$ cat src/design/pim_cfg_pkg.sv
// ======================================================================
// geometry of the 5x5 slice-split convolution engine
// operands are unsigned, split into two disjoint 3-bit slices
// out_w is sized for 25 * 63 * 63 = 99225, the exact maximum
// ======================================================================

package pim_cfg_pkg;

	// window positions of a 5x5 kernel
	localparam int taps = 25;

	localparam int data_w = 6; // full operand width
	localparam int slice_w = 3; // hi and lo slice width

	// one crossbar per (weight slice, data slice) pair
	// order is HH, HL, LH, LL
	localparam int n_units = 4;

	// merged result width
	// HH << 6 + (HL + LH) << 3 + LL
	localparam int out_w = 18;

endpackage

$ cat src/design/pim_types_pkg.sv
// ======================================================================
// operand, slice and window types for the convolution engine
// window_t and slice_vec_t index tap 0 at the lowest bits
// ======================================================================

package pim_types_pkg;

	// one unsigned operand, pixel or weight
	typedef logic [pim_cfg_pkg::data_w-1:0] pixel_t;

	typedef logic [pim_cfg_pkg::slice_w-1:0] slice_t;

	// hi sits in the upper bits, so it overlays pixel_t exactly
	typedef struct packed {
		slice_t hi;
		slice_t lo;
	} slice_pair_t;

	// same 6-bit word read as a number or as its two slices
	typedef union packed {
		pixel_t value; // arithmetic view
		slice_pair_t slices; // crossbar view
	} operand_u;

	// whole 5x5 window, 150 bits
	typedef pixel_t [pim_cfg_pkg::taps-1:0] window_t;

	// one slice from every tap, 75 bits
	typedef slice_t [pim_cfg_pkg::taps-1:0] slice_vec_t;

endpackage

$ cat src/design/pim_conv_core.sv
// ======================================================================
// 5x5 PIM convolution engine, three stages from compute to out_valid
// no back-pressure; compute may fire every cycle
// set ADC_BITS to 11 for a lossless result
// ======================================================================

module pim_conv_core #(
	parameter int ROWS = 4,
	parameter int ADC_BITS = 10
) (
	input logic clk,
	input logic rst_n,
	input logic compute,
	input logic [((ROWS > 1) ? $clog2(ROWS) : 1)-1:0] k_addr,
	input pim_types_pkg::window_t window,
	input logic wr_en,
	input logic [((ROWS > 1) ? $clog2(ROWS) : 1)-1:0] wr_addr,
	input logic [$clog2(pim_cfg_pkg::taps)-1:0] wr_tap,
	input pim_types_pkg::pixel_t wr_weight,
	output logic [pim_cfg_pkg::out_w-1:0] conv_out,
	output logic out_valid
);

	localparam int addr_w = (ROWS > 1) ? $clog2(ROWS) : 1;

	logic [addr_w-1:0] row_sel;
	pim_types_pkg::slice_vec_t data_hi;
	pim_types_pkg::slice_vec_t data_lo;
	logic stage_valid;
	logic [ADC_BITS-1:0] psum [pim_cfg_pkg::n_units];
	logic [pim_cfg_pkg::n_units-1:0] unit_valid; // all units run in lockstep

	window_slicer #(.ROWS(ROWS)) window_slicer_inst (
		.clk(clk),
		.rst_n(rst_n),
		.compute(compute),
		.k_addr(k_addr),
		.window(window),
		.row_sel(row_sel),
		.data_hi(data_hi),
		.data_lo(data_lo),
		.stage_valid(stage_valid)
	);

	// index bit 1 low selects the weight hi slice, bit 0 low the data hi slice
	for (genvar i = 0; i < pim_cfg_pkg::n_units; i++)
	begin : g_unit
		pim_crossbar #(
			.ROWS(ROWS),
			.ADC_BITS(ADC_BITS),
			.W_HI((i & 2) == 0),
			.D_HI((i & 1) == 0)
		) pim_crossbar_inst (
			.clk(clk),
			.rst_n(rst_n),
			.wr_en(wr_en),
			.wr_addr(wr_addr),
			.wr_tap(wr_tap),
			.wr_weight(wr_weight),
			.row_sel(row_sel),
			.data_hi(data_hi),
			.data_lo(data_lo),
			.stage_valid(stage_valid),
			.psum(psum[i]),
			.psum_valid(unit_valid[i])
		);
	end

	shift_add_merge #(.ADC_BITS(ADC_BITS)) shift_add_merge_inst (
		.clk(clk),
		.rst_n(rst_n),
		.psum_hh(psum[0]),
		.psum_hl(psum[1]),
		.psum_lh(psum[2]),
		.psum_ll(psum[3]),
		.psum_valid(unit_valid[0]),
		.conv_out(conv_out),
		.out_valid(out_valid)
	);

endmodule

$ cat src/design/pim_crossbar.sv
// ======================================================================
// one slice crossbar: ROWS kernels of 25 weight slices, 25-term dot
// product with a saturating ADC of ADC_BITS; 11 bits are lossless
// a weight write lands one cycle late, after the compute beside it
// ======================================================================

module pim_crossbar #(
	parameter int ROWS = 4,
	parameter int ADC_BITS = 10,
	parameter bit W_HI = 1'b1, // store the weight hi slice
	parameter bit D_HI = 1'b1 // take the data hi slice
) (
	input logic clk,
	input logic rst_n,
	input logic wr_en,
	input logic [((ROWS > 1) ? $clog2(ROWS) : 1)-1:0] wr_addr,
	input logic [$clog2(pim_cfg_pkg::taps)-1:0] wr_tap,
	input pim_types_pkg::pixel_t wr_weight,
	input logic [((ROWS > 1) ? $clog2(ROWS) : 1)-1:0] row_sel,
	input pim_types_pkg::slice_vec_t data_hi,
	input pim_types_pkg::slice_vec_t data_lo,
	input logic stage_valid,
	output logic [ADC_BITS-1:0] psum,
	output logic psum_valid
);

	localparam int addr_w = (ROWS > 1) ? $clog2(ROWS) : 1;
	localparam int tap_w = $clog2(pim_cfg_pkg::taps);
	localparam int slice_max = (1 << pim_cfg_pkg::slice_w) - 1;
	localparam int sum_w = $clog2(pim_cfg_pkg::taps * slice_max * slice_max + 1);
	localparam int adc_max = (1 << ADC_BITS) - 1;

	pim_types_pkg::slice_t w_mem [ROWS][pim_cfg_pkg::taps];
	pim_types_pkg::operand_u wr_op;
	pim_types_pkg::slice_vec_t data_sel;

	logic wr_pend;
	logic [addr_w-1:0] wr_addr_q;
	logic [tap_w-1:0] wr_tap_q;
	pim_types_pkg::slice_t wr_slice_q;
	logic [sum_w-1:0] acc;

	assign wr_op = pim_types_pkg::operand_u'(wr_weight);
	assign data_sel = D_HI ? data_hi : data_lo;

	// hold the write for a cycle so a compute sampled with it reads old data
	always_ff @(posedge clk or negedge rst_n)
	begin
		if (!rst_n)
			wr_pend <= 1'b0;
		else
			wr_pend <= wr_en;
	end

	always_ff @(posedge clk)
	begin
		if (wr_en)
		begin
			wr_addr_q <= wr_addr;
			wr_tap_q <= wr_tap;
			wr_slice_q <= W_HI ? wr_op.slices.hi : wr_op.slices.lo;
		end
	end

	always_ff @(posedge clk or negedge rst_n)
	begin
		if (!rst_n)
		begin
			for (int r = 0; r < ROWS; r++)
				for (int t = 0; t < pim_cfg_pkg::taps; t++)
					w_mem[r][t] <= '0;
		end
		else if (wr_pend)
			w_mem[wr_addr_q][wr_tap_q] <= wr_slice_q;
	end

	// bit-line sum over the selected row
	always_comb
	begin
		acc = '0;
		for (int t = 0; t < pim_cfg_pkg::taps; t++)
			acc += sum_w'(w_mem[row_sel][t]) * sum_w'(data_sel[t]);
	end

	always_ff @(posedge clk)
	begin
		if (stage_valid)
			psum <= (acc > adc_max) ? ADC_BITS'(adc_max) : ADC_BITS'(acc); // adc clamp
	end

	always_ff @(posedge clk or negedge rst_n)
	begin
		if (!rst_n)
			psum_valid <= 1'b0;
		else
			psum_valid <= stage_valid;
	end

	a_wr_tap_range: assert property (@(posedge clk) disable iff (!rst_n)
		wr_en |-> (wr_tap < pim_cfg_pkg::taps));
	a_wr_addr_range: assert property (@(posedge clk) disable iff (!rst_n)
		wr_en |-> (wr_addr < ROWS));

endmodule

$ cat src/design/shift_add_merge.sv
// ======================================================================
// weights the four slice sums by significance and adds them
// result is exact only while no crossbar saturated (ADC_BITS >= 11)
// conv_out holds its last value between out_valid pulses
// ======================================================================

module shift_add_merge #(
	parameter int ADC_BITS = 10
) (
	input logic clk,
	input logic rst_n,
	input logic [ADC_BITS-1:0] psum_hh,
	input logic [ADC_BITS-1:0] psum_hl,
	input logic [ADC_BITS-1:0] psum_lh,
	input logic [ADC_BITS-1:0] psum_ll,
	input logic psum_valid,
	output logic [pim_cfg_pkg::out_w-1:0] conv_out,
	output logic out_valid
);

	localparam int ow = pim_cfg_pkg::out_w;

	logic [ow-1:0] hh_term; // hi x hi, weight 64
	logic [ow-1:0] cross_term; // hi x lo both ways, weight 8
	logic [ow-1:0] ll_term;
	logic [ow-1:0] merged;

	assign hh_term = ow'(psum_hh) << (2 * pim_cfg_pkg::slice_w);
	assign cross_term = (ow'(psum_hl) + ow'(psum_lh)) << pim_cfg_pkg::slice_w;
	assign ll_term = ow'(psum_ll);
	assign merged = hh_term + cross_term + ll_term;

	always_ff @(posedge clk)
	begin
		if (psum_valid)
			conv_out <= merged;
	end

	always_ff @(posedge clk or negedge rst_n)
	begin
		if (!rst_n)
			out_valid <= 1'b0;
		else
			out_valid <= psum_valid;
	end

	// every partial sum is known when it is merged
	a_psum_known: assert property (@(posedge clk) disable iff (!rst_n)
		psum_valid |-> !$isunknown({psum_hh, psum_hl, psum_lh, psum_ll}));

endmodule

$ cat src/design/window_slicer.sv
// ======================================================================
// input stage: captures window and kernel address on compute
// slices are split from the captured window, so they hold between
// computes; stage_valid is a one-cycle pulse per compute
// ======================================================================

module window_slicer #(
	parameter int ROWS = 4
) (
	input logic clk,
	input logic rst_n,
	input logic compute,
	input logic [((ROWS > 1) ? $clog2(ROWS) : 1)-1:0] k_addr,
	input pim_types_pkg::window_t window,
	output logic [((ROWS > 1) ? $clog2(ROWS) : 1)-1:0] row_sel,
	output pim_types_pkg::slice_vec_t data_hi,
	output pim_types_pkg::slice_vec_t data_lo,
	output logic stage_valid
);

	pim_types_pkg::window_t win_q; // captured window
	pim_types_pkg::operand_u op; // per-tap decode view

	// payload capture, only moves on compute
	always_ff @(posedge clk)
	begin
		if (compute)
		begin
			win_q <= window;
			row_sel <= k_addr;
		end
	end

	always_ff @(posedge clk or negedge rst_n)
	begin
		if (!rst_n)
			stage_valid <= 1'b0;
		else
			stage_valid <= compute; // one stage behind the strobe
	end

	// split every pixel into its two slices
	always_comb
	begin
		for (int t = 0; t < pim_cfg_pkg::taps; t++)
		begin
			op.value = win_q[t];
			data_hi[t] = op.slices.hi;
			data_lo[t] = op.slices.lo;
		end
	end

	// an unknown strobe would corrupt the whole pipeline downstream
	a_compute_known: assert property (@(posedge clk) disable iff (!rst_n)
		!$isunknown(compute));

endmodule

$ cat config.mk
export PLATFORM = sky130hd
export DESIGN_NAME = pim_conv_core
export DESIGN_NICKNAME = d
export VERILOG_FILES = /design/src/design/pim_cfg_pkg.sv /design/src/design/pim_types_pkg.sv /design/src/design/pim_conv_core.sv /design/src/design/pim_crossbar.sv /design/src/design/shift_add_merge.sv /design/src/design/window_slicer.sv
export SDC_FILE = /design/constraint.sdc
export NUM_CORES = 2
export LEC_CHECK = 0
export BUFFER_PORTS_ARGS = -buffer_cell sky130_fd_sc_hd__buf_2
export CAP_MARGIN = 15
export CORE_ASPECT_RATIO = 1.1
export CORE_MARGIN = 10
export CORE_UTILIZATION = 60
export DETAILED_ROUTE_END_ITERATION = 6
export PLACE_DENSITY_LB_ADDON = 0.05
export SYNTH_ARGS = -nofsm -noshare
export SYNTH_HDL_FRONTEND = slang
export SYNTH_SLANG_ARGS = --single-unit
export TNS_END_PERCENT = 30
$ cat constraint.sdc
create_clock -name clk -period 13.8 [get_ports clk]
set_input_delay 2.76 -clock clk [delete_from_list [all_inputs] [get_ports clk]]
set_output_delay 2.76 -clock clk [all_outputs]
set_load 0.03 [all_outputs]
==> summary.txt <==
MaxCap Viol Count = 0
Clock-pin slew on the worst setup and hold paths = 0.06 ns
Critical Path Max Stage Delay = 0.66 ns
Dominant cell type by area after synthesis = fa_1
IO Port Bufs = 186
Slew margin rel. = 23.3%
RSZ-0062 raised after global routing = false
DRC errors left = 0
Final setup viols = 0
Leakage power = 37.6 nW
R2R Path Start = window_slicer_inst.row_sel[0]$_DFFE_PP_
Synth top area share = 24.4%
Hold Buf Count CTS = 0
Layout cells sized above 1 = 19.8%
Top FF cell, synth = dfrtp_1
Initial Util = 60.4%
Slew @ Worst Pin = 1.15 ns
Dpl cells = 7170
CORE AREA = 113000 um^2
DP Worst Slack = 3.73 ns
Worst Setup Start Kind = flop
Sequential cell area fraction in the yosys report = 32.0%
Die Span Y = 373 um
DRT antenna net count = 0
FP Rows = 129
Final GP Congestion = 1.00
Crit path capture type = flop
CP Max Fanout = 95
Worst skew pair latency = 0.72 ns
Layout area overhead = 8.17%
Number of flops mapped to enable cells by yosys = 222
CTS Sinks = 826
Top post-synthesis cells by area = fa_1 24%, dfrtp_1 22%, ha_1 11%
Ant diodes = 0
Synth async-reset ratio = 73.1%
Post-Route WL = 190000 um
Final cell count without fillers = 7335
Post-DP Area = 70800 um^2
WHS Endpoint = shift_add_merge_inst.conv_out[0]$_DFFE_PP_
Number of global-route vias before repair = 45.1k
Vias = 41.6k
Nets = 7326
Initial antenna violation count = 5
H-tree levels = 3
TritonCTS clock tree = built
Syn Std Cell Area = 68100 um^2
Slowest cell on the critical path = mux4_2
Worst min path class = flop to flop
Cell count after synthesis = 5558
Most frequent cell after synthesis = inv_1
First-pass GRT wire length = 289000 um
Critical path class = flop to flop
Pwr dens = 245 nW/um^2
Most used cell, CP = fa_1
Final Worst Setup Slack = 3.84 ns
Post-CTS resize count = 0
Netlist cell types = 58
Worst EP arrival = 10.38 ns
Reg-to-reg endpoint = g_unit[1].pim_crossbar_inst.psum[4]$_SDFFCE_PN1P_
Synth cell count leaders = 1125 x inv_1, 830 x fa_1, 660 x and2_1
Fmax = 100 MHz
Period utilization = 72.2%
Outcome = completed
DR WL/cell = 25.9 um
Required @ worst endpoint = 14.22 ns
Fillers = 8885
Max VDD drop = 0.502 mV
YS warnings = 0
Root Driver = clkbuf_16
Min Tclk post-route = 9.96 ns
Final Skew = 0.0412 ns
Synthesized area per cell = 12.3 um^2
Fin. Hold Viols = 0
Largest net degree at the start of global routing = 110
Grt ovf = 0
Post-detail-place hpwl = 154000 um
Net Count, Synth = 7129
Die width = 341 um
Worst hold path depth = 0
Top Ports = 188
Post-route cell area = 73700 um^2
#FFs+latches synth = 826
R2R depth = 28
Die area = 127000 um^2
Global Route Usage Sum = 30.6%
Initial drt markers = 3262
Slew Limit Fails = 0
Via-to-Cell Ratio = 5.67
Clock Path Buffers = 3
Reg2reg setup slack = 3.84 ns
Pre-Repair DR Iteration Count = 5
Number of CTS-inserted buffers = 89
Setup TNS = 0 ns
Final Util = 65.4%
Hold path startpoint = g_unit[3].pim_crossbar_inst.psum[0]$_SDFFCE_PN1P_
Post-CTS setup repair buffer count = 0
where the power goes:
part / switching [mW] / internal [mW]
clock: 1.03 / 1.36
sequential: 0.228 / 3.36
combinational: 6.99 / 5.06
final cells by class:
class	count	area [um^2]	share of cell area (%)
multi-input combinational	3494	41600	56.5
inverter	1125	4220	5.73
sequential	826	21800	29.6
timing repair buffer	219	1230	1.67
clock inverter	41	420	0.571
tap	1506	1880	2.56
clock buffer	124	2490	3.38
registers in the layout, indices dropped and copies added (netlist names):
signal                               count
g_unit.pim_crossbar_inst.psum           40
g_unit.pim_crossbar_inst.psum_valid      1
g_unit.pim_crossbar_inst.w_mem         600
g_unit.pim_crossbar_inst.wr_addr_q       2
g_unit.pim_crossbar_inst.wr_pend         1
g_unit.pim_crossbar_inst.wr_slice_q      6
g_unit.pim_crossbar_inst.wr_tap_q        5
shift_add_merge_inst.conv_out           17
shift_add_merge_inst.out_valid           1
window_slicer_inst.data_hi              72
window_slicer_inst.data_lo              72
window_slicer_inst.op                    6
window_slicer_inst.row_sel               2
window_slicer_inst.stage_valid           1
kinds of logic (layout without fill, tap and decap cells):
logic type	count (synthesis)	after routing	synth area share, %
AND/OR/NAND/NOR	1176	1176	9.63
buffers and inverters	1238	1509	6.89
AO/OA/AOI/OAI	120	120	1.11
multiplexers	750	750	14.9
other	1	1	0.00551
flip-flops	826	826	32.0
XOR/XNOR	45	45	0.579
adder cells (fa/ha/maj)	1402	1402	34.9
routing by layer:
metal | wire (um) | vias to the layer above | global-route usage [%] | share of wire, %
met3 | 15200 | 257 | 6.67 | 8.0
met5 | 10 | - | 0 | 0.0053
met1 | 82800 | 21971 | 43.9 | 44
met2 | 86200 | 1287 | 46.9 | 45
met4 | 5410 | 2 | 8.51 | 2.9
li1 | - | 18106 | - | -
cell usage in the layout (no fill, tap or decap), drive strengths merged, types with 6 or more instances in the layout:
cell	count
o21ai	22
inv	1129
a21o	21
and2	661
nand2	339
nand3	21
clkinv	27
fa	830
or2	6
dfrtp	604
buf	219
nor2b	9
mux2	600
clkbuf	124
nand2b	26
a21oi	42
ha	572
xnor2	21
o211ai	6
edfxtp	222
xor2	24
mux4	150
nor2	85
per-stage QoR:
| step | total power [mW] | hold WS, ns |
|---|---|---|
| after floorplan | 12.0 | 0.400 |
| after global placement | 15.3 | 0.406 |
| after detailed placement | 15.6 | 0.405 |
| after CTS | 18.0 | 0.418 |
| after global routing | 19.9 | 0.427 |
| final | 18.0 | 0.419 |
worst max-delay path: cells and delay by family (launching register included):
kind,cells,cell delay (ns)
fa+ha+maj,12,5.47
flops,1,0.37
mux,1,0.66
compound gates,4,0.69
simple gates,4,0.83
buf+inv,7,1.53
worst max path at each step:
stage / cells past startpoint / slack (ns) / startpoint / end
6_report: 28 / 3.84 / window_slicer_inst.row_sel[0]$_DFFE_PP_ / g_unit[1].pim_crossbar_inst.psum[4]$_SDFFCE_PN1P_
5_1_grt: 28 / 3.26 / window_slicer_inst.row_sel[0]$_DFFE_PP_ / g_unit[1].pim_crossbar_inst.psum[4]$_SDFFCE_PN1P_
4_1_cts: 28 / 3.74 / window_slicer_inst.row_sel[0]$_DFFE_PP_ / g_unit[1].pim_crossbar_inst.psum[4]$_SDFFCE_PN1P_
3_5_place_dp: 28 / 3.73 / window_slicer_inst.row_sel[0]$_DFFE_PP_ / g_unit[1].pim_crossbar_inst.psum[4]$_SDFFCE_PN1P_
3_3_place_gp: 28 / 3.87 / window_slicer_inst.row_sel[0]$_DFFE_PP_ / g_unit[1].pim_crossbar_inst.psum[4]$_SDFFCE_PN1P_
2_1_floorplan: 31 / 4.92 / window_slicer_inst.row_sel[0]$_DFFE_PP_ / g_unit[2].pim_crossbar_inst.psum[9]$_SDFFCE_PN1P_
(Power assumes the default switching activity.)
